File: src/vlsu_pkg.sv
/* Shared types for the vector load/store unit
   Slots are 32 bits wide, base addresses must be word aligned
   Only unit-stride accesses with vstart of zero are supported */

`default_nettype none

package vlsu_pkg;

  localparam int unsigned ELEN          = 32;
  localparam int unsigned ELENB         = ELEN / 8;
  localparam int unsigned VregWordsLog2 = 3;

  typedef logic [ELEN-1:0]  elen_t;
  typedef logic [ELENB-1:0] strb_t;
  typedef logic [31:0]      addr_t;
  typedef logic [7:0]       vreg_addr_t;
  typedef logic [15:0]      vlen_t;
  typedef logic [4:0]       vreg_id_t;
  typedef logic [2:0]       insn_id_t;

  // Element width, also the log2 of the element size in bytes
  typedef enum logic [1:0] {
    EW_8  = 2'd0,
    EW_16 = 2'd1,
    EW_32 = 2'd2
  } vew_e;

  typedef struct packed {
    insn_id_t id;
    logic     is_load;
    vew_e     vsew;
    vlen_t    vl;
    vreg_id_t vd;
    addr_t    rs1;
  } vlsu_req_t;

  // Active command seen by the lanes, length already in bytes
  typedef struct packed {
    logic     is_load;
    vew_e     vsew;
    vlen_t    bytes;
    addr_t    base;
    vreg_id_t vd;
  } vlsu_cmd_t;

  typedef struct packed {
    insn_id_t id;
    vreg_id_t vd;
  } vlsu_rsp_t;

  typedef struct packed {
    addr_t      addr;
    logic       we;
    logic [1:0] size;
    strb_t      strb;
    elen_t      wdata;
    logic       last;
  } mem_req_t;

  typedef struct packed {
    elen_t data;
    strb_t strb;
  } lane_entry_t;

endpackage

`default_nettype wire
File: src/vlsu_top.sv
/* Vector load/store unit top, NrPorts must be a power of two
   Register words are NrPorts slots wide, one memory port per slot */

`timescale 1ns/1ps
`default_nettype none

module vlsu_top #(
  parameter int unsigned NrPorts   = 2,
  parameter int unsigned FifoDepth = 4
) (
  input  logic                                clk_i,
  input  logic                                rst_n_i,
  input  vlsu_pkg::vlsu_req_t                 spatz_req_i,
  input  logic                                spatz_req_valid_i,
  output logic                                spatz_req_ready_o,
  output logic                                vlsu_rsp_valid_o,
  output vlsu_pkg::vlsu_rsp_t                 vlsu_rsp_o,
  output logic                                x_mem_finished_o,
  output logic                                vrf_we_o,
  output vlsu_pkg::vreg_addr_t                vrf_waddr_o,
  output vlsu_pkg::elen_t       [NrPorts-1:0] vrf_wdata_o,
  output vlsu_pkg::strb_t       [NrPorts-1:0] vrf_wbe_o,
  input  logic                                vrf_wvalid_i,
  output logic                                vrf_re_o,
  output vlsu_pkg::vreg_addr_t                vrf_raddr_o,
  input  vlsu_pkg::elen_t       [NrPorts-1:0] vrf_rdata_i,
  input  logic                                vrf_rvalid_i,
  output logic                  [NrPorts-1:0] x_mem_valid_o,
  output vlsu_pkg::mem_req_t    [NrPorts-1:0] x_mem_req_o,
  input  logic                  [NrPorts-1:0] x_mem_ready_i,
  input  logic                  [NrPorts-1:0] x_mem_result_valid_i,
  input  vlsu_pkg::elen_t       [NrPorts-1:0] x_mem_result_i
);

  import vlsu_pkg::*;

  vlsu_cmd_t                  cmd;
  logic                       cmd_start;
  logic                       st_push;
  elen_t        [NrPorts-1:0] st_data;
  logic         [NrPorts-1:0] lane_st_space;
  logic         [NrPorts-1:0] lane_drained;
  lane_entry_t  [NrPorts-1:0] lane_head;
  logic         [NrPorts-1:0] lane_head_valid;
  logic         [NrPorts-1:0] lane_pop;
  logic                       wb_idle;

  vlsu_issue #(
    .NrPorts(NrPorts)
  ) vlsu_issue_i (
    .clk_i            (clk_i),
    .rst_n_i          (rst_n_i),
    .spatz_req_i      (spatz_req_i),
    .spatz_req_valid_i(spatz_req_valid_i),
    .spatz_req_ready_o(spatz_req_ready_o),
    .cmd_o            (cmd),
    .cmd_start_o      (cmd_start),
    .lane_st_space_i  (lane_st_space),
    .lane_drained_i   (lane_drained),
    .wb_idle_i        (wb_idle),
    .st_push_o        (st_push),
    .st_data_o        (st_data),
    .vrf_re_o         (vrf_re_o),
    .vrf_raddr_o      (vrf_raddr_o),
    .vrf_rdata_i      (vrf_rdata_i),
    .vrf_rvalid_i     (vrf_rvalid_i),
    .vlsu_rsp_valid_o (vlsu_rsp_valid_o),
    .vlsu_rsp_o       (vlsu_rsp_o),
    .x_mem_finished_o (x_mem_finished_o)
  );

  for (genvar p = 0; p < NrPorts; p++) begin : gen_lane
    vlsu_lane #(
      .NrPorts  (NrPorts),
      .FifoDepth(FifoDepth),
      .LaneIdx  (p)
    ) vlsu_lane_i (
      .clk_i               (clk_i),
      .rst_n_i             (rst_n_i),
      .cmd_i               (cmd),
      .cmd_start_i         (cmd_start),
      .st_push_i           (st_push),
      .st_data_i           (st_data[p]),
      .pop_i               (lane_pop[p]),
      .x_mem_valid_o       (x_mem_valid_o[p]),
      .x_mem_req_o         (x_mem_req_o[p]),
      .x_mem_ready_i       (x_mem_ready_i[p]),
      .x_mem_result_valid_i(x_mem_result_valid_i[p]),
      .x_mem_result_i      (x_mem_result_i[p]),
      .head_o              (lane_head[p]),
      .head_valid_o        (lane_head_valid[p]),
      .st_space_o          (lane_st_space[p]),
      .drained_o           (lane_drained[p])
    );
  end

  vlsu_writeback #(
    .NrPorts(NrPorts)
  ) vlsu_writeback_i (
    .clk_i         (clk_i),
    .rst_n_i       (rst_n_i),
    .cmd_i         (cmd),
    .cmd_start_i   (cmd_start),
    .head_i        (lane_head),
    .head_valid_i  (lane_head_valid),
    .lane_drained_i(lane_drained),
    .pop_o         (lane_pop),
    .vrf_we_o      (vrf_we_o),
    .vrf_waddr_o   (vrf_waddr_o),
    .vrf_wdata_o   (vrf_wdata_o),
    .vrf_wbe_o     (vrf_wbe_o),
    .vrf_wvalid_i  (vrf_wvalid_i),
    .wb_idle_o     (wb_idle)
  );

endmodule

`default_nettype wire

File: src/vlsu_writeback.sv
/* Load write-back, merges one FIFO head per lane into a register word
   A write is held until vrf_wvalid_i, a new one may follow in that cycle
   Lanes that are drained get a zero byte enable */

`timescale 1ns/1ps
`default_nettype none

module vlsu_writeback #(
  parameter int unsigned NrPorts = 2
) (
  input  logic                                 clk_i,
  input  logic                                 rst_n_i,
  input  vlsu_pkg::vlsu_cmd_t                  cmd_i,
  input  logic                                 cmd_start_i,
  input  vlsu_pkg::lane_entry_t  [NrPorts-1:0] head_i,
  input  logic                   [NrPorts-1:0] head_valid_i,
  input  logic                   [NrPorts-1:0] lane_drained_i,
  output logic                   [NrPorts-1:0] pop_o,
  output logic                                 vrf_we_o,
  output vlsu_pkg::vreg_addr_t                 vrf_waddr_o,
  output vlsu_pkg::elen_t        [NrPorts-1:0] vrf_wdata_o,
  output vlsu_pkg::strb_t        [NrPorts-1:0] vrf_wbe_o,
  input  logic                                 vrf_wvalid_i,
  output logic                                 wb_idle_o
);

  import vlsu_pkg::*;

  logic                we_q;
  vreg_addr_t          word_q;
  vreg_addr_t          waddr_q;
  elen_t [NrPorts-1:0] wdata_q;
  strb_t [NrPorts-1:0] wbe_q;
  logic                slot_free;
  logic                merge;

  // Output register is free when empty or acknowledged this cycle
  assign slot_free = !we_q || vrf_wvalid_i;

  // Every lane has a result or has nothing left to deliver
  assign merge = cmd_i.is_load && slot_free && (|head_valid_i) &&
                 (&(head_valid_i | lane_drained_i));

  assign pop_o = merge ? head_valid_i : '0;

  always_ff @(posedge clk_i or negedge rst_n_i) begin
    if (!rst_n_i) begin
      we_q   <= 1'b0;
      word_q <= '0;
    end else begin
      if (cmd_start_i) begin
        word_q <= '0;
      end else if (merge) begin
        word_q <= word_q + 1'b1;
      end
      if (merge) begin
        we_q <= 1'b1;
      end else if (vrf_wvalid_i) begin
        we_q <= 1'b0;
      end
    end
  end

  always_ff @(posedge clk_i) begin
    if (merge) begin
      waddr_q <= (vreg_addr_t'(cmd_i.vd) << VregWordsLog2) + word_q;
      for (int p = 0; p < NrPorts; p++) begin
        wdata_q[p] <= head_i[p].data;
        wbe_q[p]   <= head_valid_i[p] ? head_i[p].strb : '0;
      end
    end
  end

  assign vrf_we_o    = we_q;
  assign vrf_waddr_o = waddr_q;
  assign vrf_wdata_o = wdata_q;
  assign vrf_wbe_o   = wbe_q;
  assign wb_idle_o   = !we_q;

endmodule

`default_nettype wire

File: src/vlsu_lane.sv
/* One memory lane, owns slot LaneIdx of every register word
   Memory results must come back in request order
   Loads are issued only while a FIFO entry is free for the result */

`timescale 1ns/1ps
`default_nettype none

module vlsu_lane #(
  parameter int unsigned NrPorts   = 2,
  parameter int unsigned FifoDepth = 4,
  parameter int unsigned LaneIdx   = 0
) (
  input  logic                  clk_i,
  input  logic                  rst_n_i,
  input  vlsu_pkg::vlsu_cmd_t   cmd_i,
  input  logic                  cmd_start_i,
  input  logic                  st_push_i,
  input  vlsu_pkg::elen_t       st_data_i,
  input  logic                  pop_i,
  output logic                  x_mem_valid_o,
  output vlsu_pkg::mem_req_t    x_mem_req_o,
  input  logic                  x_mem_ready_i,
  input  logic                  x_mem_result_valid_i,
  input  vlsu_pkg::elen_t       x_mem_result_i,
  output vlsu_pkg::lane_entry_t head_o,
  output logic                  head_valid_o,
  output logic                  st_space_o,
  output logic                  drained_o
);

  import vlsu_pkg::*;

  localparam int unsigned PtrW = (FifoDepth > 1) ? $clog2(FifoDepth) : 1;
  localparam int unsigned CntW = $clog2(FifoDepth + 1);

  typedef logic [PtrW-1:0] ptr_t;
  typedef logic [CntW-1:0] cnt_t;

  // Byte offset of this lane's slot in word k
  function automatic addr_t slot_offset(vlen_t word);
    return addr_t'((32'(word) * NrPorts + LaneIdx) * ELENB);
  endfunction

  // Bytes of the slot that fall below the total, 0 to 4
  function automatic logic [2:0] slot_bytes(vlen_t total, vlen_t word);
    addr_t off;
    addr_t left;
    off  = slot_offset(word);
    left = (32'(total) > off) ? 32'(total) - off : '0;
    return (left > ELENB) ? 3'(ELENB) : left[2:0];
  endfunction

  function automatic ptr_t next_ptr(ptr_t p);
    return (32'(p) == FifoDepth - 1) ? '0 : p + 1'b1;
  endfunction

  lane_entry_t fifo_q [FifoDepth];
  ptr_t        rd_ptr_q, wr_ptr_q, res_ptr_q;
  cnt_t        fill_q, credit_q;
  vlen_t       word_q;
  logic [2:0]  cur_bytes, next_bytes;
  strb_t       cur_strb;
  logic        active, room;
  logic        req_fire, res_fire, ld_fire;
  logic        push, pop, st_drop;

  assign cur_bytes  = slot_bytes(cmd_i.bytes, word_q);
  assign next_bytes = slot_bytes(cmd_i.bytes, word_q + 1'b1);
  assign active     = (cur_bytes != '0);

  always_comb begin
    for (int b = 0; b < ELENB; b++) begin
      cur_strb[b] = (b < cur_bytes);
    end
  end

  // Outstanding loads plus queued results never exceed the FIFO
  assign room = (32'(fill_q) + 32'(credit_q)) < FifoDepth;

  ////////////////////
  // Memory request
  ////////////////////

  assign x_mem_valid_o = active && (cmd_i.is_load ? room : (fill_q != '0));
  assign req_fire      = x_mem_valid_o && x_mem_ready_i;
  assign ld_fire       = req_fire && cmd_i.is_load;
  assign res_fire      = x_mem_result_valid_i && (credit_q != '0);

  always_comb begin
    x_mem_req_o.addr  = cmd_i.base + slot_offset(word_q);
    x_mem_req_o.we    = !cmd_i.is_load;
    x_mem_req_o.size  = cmd_i.vsew;
    x_mem_req_o.strb  = cur_strb;
    x_mem_req_o.wdata = cmd_i.is_load ? '0 : fifo_q[rd_ptr_q].data;
    x_mem_req_o.last  = (next_bytes == '0);
  end

  // Padding slots of a short last store word are dropped
  assign st_drop = !cmd_i.is_load && !active && (fill_q != '0);
  assign push    = res_fire || st_push_i;
  assign pop     = cmd_i.is_load ? pop_i : (req_fire || st_drop);

  always_ff @(posedge clk_i or negedge rst_n_i) begin
    if (!rst_n_i) begin
      word_q    <= '0;
      rd_ptr_q  <= '0;
      wr_ptr_q  <= '0;
      res_ptr_q <= '0;
      fill_q    <= '0;
      credit_q  <= '0;
    end else if (cmd_start_i) begin
      word_q    <= '0;
      rd_ptr_q  <= '0;
      wr_ptr_q  <= '0;
      res_ptr_q <= '0;
      fill_q    <= '0;
      credit_q  <= '0;
    end else begin
      if (req_fire) word_q <= word_q + 1'b1;
      if (ld_fire) res_ptr_q <= next_ptr(res_ptr_q);
      if (push) wr_ptr_q <= next_ptr(wr_ptr_q);
      if (pop) rd_ptr_q <= next_ptr(rd_ptr_q);
      fill_q   <= fill_q + cnt_t'(push) - cnt_t'(pop);
      credit_q <= credit_q + cnt_t'(ld_fire) - cnt_t'(res_fire);
    end
  end

  // Strobe is reserved at issue, the data fills the same entry later
  always_ff @(posedge clk_i) begin
    if (ld_fire) fifo_q[res_ptr_q].strb <= cur_strb;
    if (res_fire) fifo_q[wr_ptr_q].data <= x_mem_result_i;
    if (st_push_i) fifo_q[wr_ptr_q] <= '{data: st_data_i, strb: '1};
  end

  assign head_o       = fifo_q[rd_ptr_q];
  assign head_valid_o = cmd_i.is_load && (fill_q != '0);
  assign st_space_o   = 32'(fill_q) < FifoDepth;
  assign drained_o    = !active && (credit_q == '0) && (fill_q == '0);

endmodule

`default_nettype wire

File: src/vlsu_issue.sv
/* Issue unit, one instruction in flight at a time
   Store reads are issued only while every lane can take a slot,
   and only one register file read is outstanding */

`timescale 1ns/1ps
`default_nettype none

module vlsu_issue #(
  parameter int unsigned NrPorts = 2
) (
  input  logic                                clk_i,
  input  logic                                rst_n_i,
  input  vlsu_pkg::vlsu_req_t                 spatz_req_i,
  input  logic                                spatz_req_valid_i,
  output logic                                spatz_req_ready_o,
  output vlsu_pkg::vlsu_cmd_t                 cmd_o,
  output logic                                cmd_start_o,
  input  logic                  [NrPorts-1:0] lane_st_space_i,
  input  logic                  [NrPorts-1:0] lane_drained_i,
  input  logic                                wb_idle_i,
  output logic                                st_push_o,
  output vlsu_pkg::elen_t       [NrPorts-1:0] st_data_o,
  output logic                                vrf_re_o,
  output vlsu_pkg::vreg_addr_t                vrf_raddr_o,
  input  vlsu_pkg::elen_t       [NrPorts-1:0] vrf_rdata_i,
  input  logic                                vrf_rvalid_i,
  output logic                                vlsu_rsp_valid_o,
  output vlsu_pkg::vlsu_rsp_t                 vlsu_rsp_o,
  output logic                                x_mem_finished_o
);

  import vlsu_pkg::*;

  // Bytes covered by one register file word
  localparam int unsigned WordBytes = NrPorts * ELENB;

  typedef enum logic [1:0] {
    IDLE,
    RUN,
    DONE
  } state_e;

  state_e    state_q, state_d;
  vlsu_cmd_t cmd_q;
  insn_id_t  id_q;
  vlen_t     req_bytes;
  vlen_t     nr_words;
  vlen_t     rd_word_q;
  logic      rd_pend_q;
  logic      accept;
  logic      reads_done;
  logic      finish;

  assign spatz_req_ready_o = (state_q == IDLE);
  assign accept            = spatz_req_valid_i && spatz_req_ready_o;
  assign cmd_start_o       = accept;
  assign cmd_o             = cmd_q;

  // vl in elements to vl in bytes
  always_comb begin
    unique case (spatz_req_i.vsew)
      EW_8:    req_bytes = spatz_req_i.vl;
      EW_16:   req_bytes = spatz_req_i.vl << 1;
      default: req_bytes = spatz_req_i.vl << 2;
    endcase
  end

  always_ff @(posedge clk_i or negedge rst_n_i) begin
    if (!rst_n_i) begin
      cmd_q <= '0;
      id_q  <= '0;
    end else if (accept) begin
      cmd_q.is_load <= spatz_req_i.is_load;
      cmd_q.vsew    <= spatz_req_i.vsew;
      cmd_q.bytes   <= req_bytes;
      cmd_q.base    <= spatz_req_i.rs1;
      cmd_q.vd      <= spatz_req_i.vd;
      id_q          <= spatz_req_i.id;
    end
  end

  ////////////////////
  // Store reads
  ////////////////////

  // Rounded up, a partial last word still needs a full read
  assign nr_words = vlen_t'((32'(cmd_q.bytes) + WordBytes - 1) / WordBytes);

  assign vrf_re_o = (state_q == RUN) && !cmd_q.is_load && !rd_pend_q &&
                    (rd_word_q < nr_words) && (&lane_st_space_i);
  assign vrf_raddr_o = (vreg_addr_t'(cmd_q.vd) << VregWordsLog2) + vreg_addr_t'(rd_word_q);

  // Returned word goes to all lanes in one push
  assign st_push_o  = vrf_rvalid_i && rd_pend_q;
  assign st_data_o  = vrf_rdata_i;
  assign reads_done = (rd_word_q == nr_words) && !rd_pend_q;

  always_ff @(posedge clk_i or negedge rst_n_i) begin
    if (!rst_n_i) begin
      rd_word_q <= '0;
      rd_pend_q <= 1'b0;
    end else if (accept) begin
      rd_word_q <= '0;
      rd_pend_q <= 1'b0;
    end else begin
      if (vrf_re_o) begin
        rd_word_q <= rd_word_q + 1'b1;
        rd_pend_q <= 1'b1;
      end else if (st_push_o) begin
        rd_pend_q <= 1'b0;
      end
    end
  end

  ////////////////////
  // Completion
  ////////////////////

  assign finish = (&lane_drained_i) && (cmd_q.is_load ? wb_idle_i : reads_done);

  always_comb begin
    state_d = state_q;
    unique case (state_q)
      IDLE:    if (accept) state_d = RUN;
      RUN:     if (finish) state_d = DONE;
      default: state_d = IDLE;
    endcase
  end

  always_ff @(posedge clk_i or negedge rst_n_i) begin
    if (!rst_n_i) begin
      state_q <= IDLE;
    end else begin
      state_q <= state_d;
    end
  end

  assign vlsu_rsp_valid_o = (state_q == DONE);
  assign x_mem_finished_o = (state_q == DONE);
  assign vlsu_rsp_o.id    = id_q;
  assign vlsu_rsp_o.vd    = cmd_q.vd;

endmodule

`default_nettype wire

File: config.mk
export PLATFORM = sky130hd
export DESIGN_NAME = vlsu_top
export DESIGN_NICKNAME = d
export VERILOG_FILES = /design/src/vlsu_pkg.sv /design/src/vlsu_top.sv /design/src/vlsu_writeback.sv /design/src/vlsu_lane.sv /design/src/vlsu_issue.sv
export SDC_FILE = /design/constraint.sdc
export NUM_CORES = 1
export LEC_CHECK = 0
export BUFFER_PORTS_ARGS = -buffer_cell sky130_fd_sc_hd__buf_4
export CAP_MARGIN = 10
export CORE_MARGIN = 2
export CORE_UTILIZATION = 62
export CTS_BUF_LIST = sky130_fd_sc_hd__clkbuf_4 sky130_fd_sc_hd__clkbuf_8 sky130_fd_sc_hd__clkbuf_16
export DETAILED_ROUTE_END_ITERATION = 8
export PLACE_DENSITY = 0.86
export SLEW_MARGIN = 20
export SYNTH_ARGS = -nofsm -noshare
export SYNTH_HDL_FRONTEND = slang
export SYNTH_SLANG_ARGS = --single-unit
File: constraint.sdc
create_clock -name clk_i -period 14.7 [get_ports clk_i]
set_input_delay 2.205 -clock clk_i [delete_from_list [all_inputs] [get_ports clk_i]]
set_output_delay 2.205 -clock clk_i [all_outputs]
set_load 0.02 [all_outputs]
==> run metrics <==
GRT Overall Usage 34.1%; pre-CTS setup slack 8.55 ns; CTS H-Tree Depth 2; Cell Count, Final, Fillers Out 3,468; share of layout cells above drive strength 1 25.1%; Synth Flop Type edfxtp_1; CP Launch Type flip-flop; Chip Width 215 um; initial drt markers 2,109; largest family of logic cells by synthesized area simple AND/OR/NAND/NOR gates; register bit count reported by yosys 511; Reg area 14,300 um2; clock root buffer clkbuf_16; min cycle time layout 6.78 ns; status complete, no violations; Num CTS Buffers 52; Post-CTS Hold Fix Bufs 0; RD Place Congestion 0.976; floorplan die height 215 um; Final ANT Viol Nets 0; WP data arrival 4.57 ns; setup TNS 0 ns; P_leak 13.9 nW; setup bufs post-CTS 0; Initial Util 62.7%; Post-Syn Area 27,700 um2; Switching Share 37.8%; Inst Count DP 3,373; clock sink count 511; Hold Crit Class reg2reg; Clock Pin Slew Worst Setup and Hold Paths 0.06 ns; initial antenna violation count 2; multiplexer share of the synthesized area 9.44%; first-pass GRT wire length 122,000 um; CP required 12.49 ns; Remaining DRCs 0; Max Clk Rate 148 MHz; site row count 77; Syn Nets 2,774; number of max-cap violations 0; Final Max Tran Viols 0; RSZ-0062 raised after global routing false; Vias 21,357; relative slew slack 34.4%; Fillers 2,840; Peak VDD IR 0.142 mV; Port Buffer Count 442; clock latency on the worst-skew pair 0.62 ns; post-synthesis area per instance 11.4 um2; Synth cell types 82; vias per cell 6.16; Overall Power 6.23 mW; async set-reset flop share out of synthesis 28.0%; router iterations before antenna repair 7; Final WS setup 7.92 ns; adder-cell share of the synthesized area 7.41%; Logic pwr share 42.1%; Post-DP HPWL 55,600 um; Pwr Density 187 nW/um2; Clk network pwr share 21.9%; ANT cells 0; Warnings, synthesis 0; post-synthesis simple-gate area fraction 14.5%; CP endpoint kind output pin; Seq/Total Area, Yosys 51.6%; Avg WL per Cell 22.8 um; complex-gate fraction of the synthesized area 9.09%; Final Hold Fails 0; Routed WL 78,900 um; Placeable Area 44,200 um2; Switch Pwr 2.35 mW; CTS tree yes; # nets final 3,188; Max Buffers Root-to-Sink 3; Syn Inst Count 2,421; Setup CP Type reg2out; number of flops mapped to enable cells by yosys 336; critical path peak fanout 6; crit share post-route 46.1%; final setup vio count 0; largest net degree at the start of global routing 78; Multi-input gate area 12,500 um2; gr ovfl total 0; Sequential Power Share 36.0%; P&R area growth vs syn 20.1%; post-synthesis xor/xnor area fraction 4.68%; Worst Max-Slew Pin Slew 0.984 ns; vias in the first global route 21,359; I/O pin cnt 443; post-CTS sizing 0; Clock Skew 0.0408 ns; Internal Pwr Total 3.88 mW; die area 46,400 um2
## worst paths after layout
path | cells after the start | slack (ns) | startpoint | end
hold reg to reg | 1 | 0.45 | gen_lane[0].vlsu_lane_i.fifo_q[3][0] | gen_lane[0].vlsu_lane_i.fifo_q[3][0]
hold / removal | 1 | 0.45 | gen_lane[0].vlsu_lane_i.fifo_q[3][0] | gen_lane[0].vlsu_lane_i.fifo_q[3][0]
setup / recovery | 14 | 7.92 | gen_lane[0].vlsu_lane_i.word_q[0] | x_mem_req_o[0]
max in group asynchronous | 2 | 11.62 | rst_n_i | gen_lane[1].vlsu_lane_i.rd_ptr_q[0]
min in group asynchronous | 1 | 1.64 | rst_n_i | vlsu_issue_i.cmd_o[17]
setup reg to reg | 14 | 9.14 | vlsu_issue_i.cmd_o[40] | vlsu_writeback_i.vrf_wdata_o[12]
## per-stage QoR
step           hold slack, ns  utilization [%]  cell area (um2)
2_1_floorplan           0.409                -            27700
3_3_place_gp            0.423             71.2            31500
3_5_place_dp            0.429             71.2            31500
4_1_cts                 0.449             75.3            33300
5_1_grt                 0.465             75.3            33300
6_report                0.446             75.3            33300
## sequential cells by signal, indices dropped and copies added, names as in the netlist
signal	cells
gen_lane.vlsu_lane_i.fifo_q	288
vlsu_writeback_i.vrf_wdata_o	64
vlsu_issue_i.cmd_o	56
gen_lane.vlsu_lane_i.word_q	32
vlsu_issue_i.rd_word_q	16
vlsu_writeback_i.vrf_waddr_o	8
vlsu_writeback_i.vrf_wbe_o	8
vlsu_writeback_i.word_q	8
gen_lane.vlsu_lane_i.credit_q	6
gen_lane.vlsu_lane_i.fill_q	6
gen_lane.vlsu_lane_i.rd_ptr_q	4
gen_lane.vlsu_lane_i.res_ptr_q	4
gen_lane.vlsu_lane_i.wr_ptr_q	4
vlsu_issue_i.id_q	3
vlsu_issue_i.state_q	2
vlsu_issue_i.rd_pend_q	1
vlsu_writeback_i.vrf_we_o	1
## kinds of logic after synthesis
kind of cell	Yosys count
and+or+nand+nor	828
DFF	511
AOI/OAI and AO/OA	394
adders and majority gates	157
buffers and inverters	220
muxes	163
xor gates and xnor gates	148
## layer usage
metal  GRT usage, %  wire length [um]  vias up
met2           57.8             38800     1074
met1           44.1             30600    10456
met3           5.98              6490      201
li1               -                 -     9622
met5              0                24        -
met4           13.0              2990        4
## layout make-up
type / instances / area share [%]
sequential: 511 / 43.0
timing repair buffer: 465 / 10.5
inverter: 115 / 1.30
clock inverter: 23 / 0.827
clock buffer: 72 / 4.51
tap: 592 / 2.23
multi-input combinational: 1690 / 37.6
## critical path, stage by stage (launching register included)
cell	delay [ns]
dfrtp_1	0.47
ha_1	0.26
nand3_1	0.16
nor3_1	0.43
nand3_1	0.21
xnor2_1	0.17
ha_1	0.35
and2_1	0.19
nor2_1	0.13
o211ai_1	0.11
or4_1	0.41
nor4_1	0.29
nand4b_1	0.13
o41ai_1	0.43
buf_4	0.23
## power by group through the flow
stage	registers [mW]	logic [mW]	clock network, mW
6_report	2.24	2.62	1.36
3_5_place_dp	2.25	2.57	0
2_1_floorplan	2.26	1.65	0
3_3_place_gp	2.22	2.51	0
4_1_cts	2.24	2.60	1.38
5_1_grt	2.28	2.83	1.43
## cells in the final DEF, fill, tap and decap left out, types with 24 or more instances in the layout
cell type  instances
buf_4            464
edfxtp_1         336
nand2_1          286
nor2_1           157
ha_1             145
dfrtp_1          141
inv_1            114
a21oi_1          107
xnor2_1          106
o21ai_0          100
and2_1            87
mux4_2            72
mux2_2            66
nand3_1           61
clkbuf_16         53
xor2_1            42
nor3_1            41
o211ai_1          33
dfxtp_1           32
or3_1             30
nor2b_1           27
and3_1            27
mux2i_1           24
## cell usage after synthesis (all sizes together) (27+ instances only)
cell type,count,area [um2]
or3,30,188
nor2b,27,169
xnor2,106,928
clkbuf,70,263
nor2,158,593
and2,89,557
mux4,72,1620
nand3,61,305
a21oi,107,536
mux2,67,754
nand2,287,1080
o21ai,106,531
xor2,42,368
inv,115,432
buf,35,220
dfxtp,32,641
edfxtp,336,10100
and3,27,169
o211ai,33,248
nor3,42,215
ha,145,1810
dfrtp,143,3580
Power figures use the tool's default switching activity.
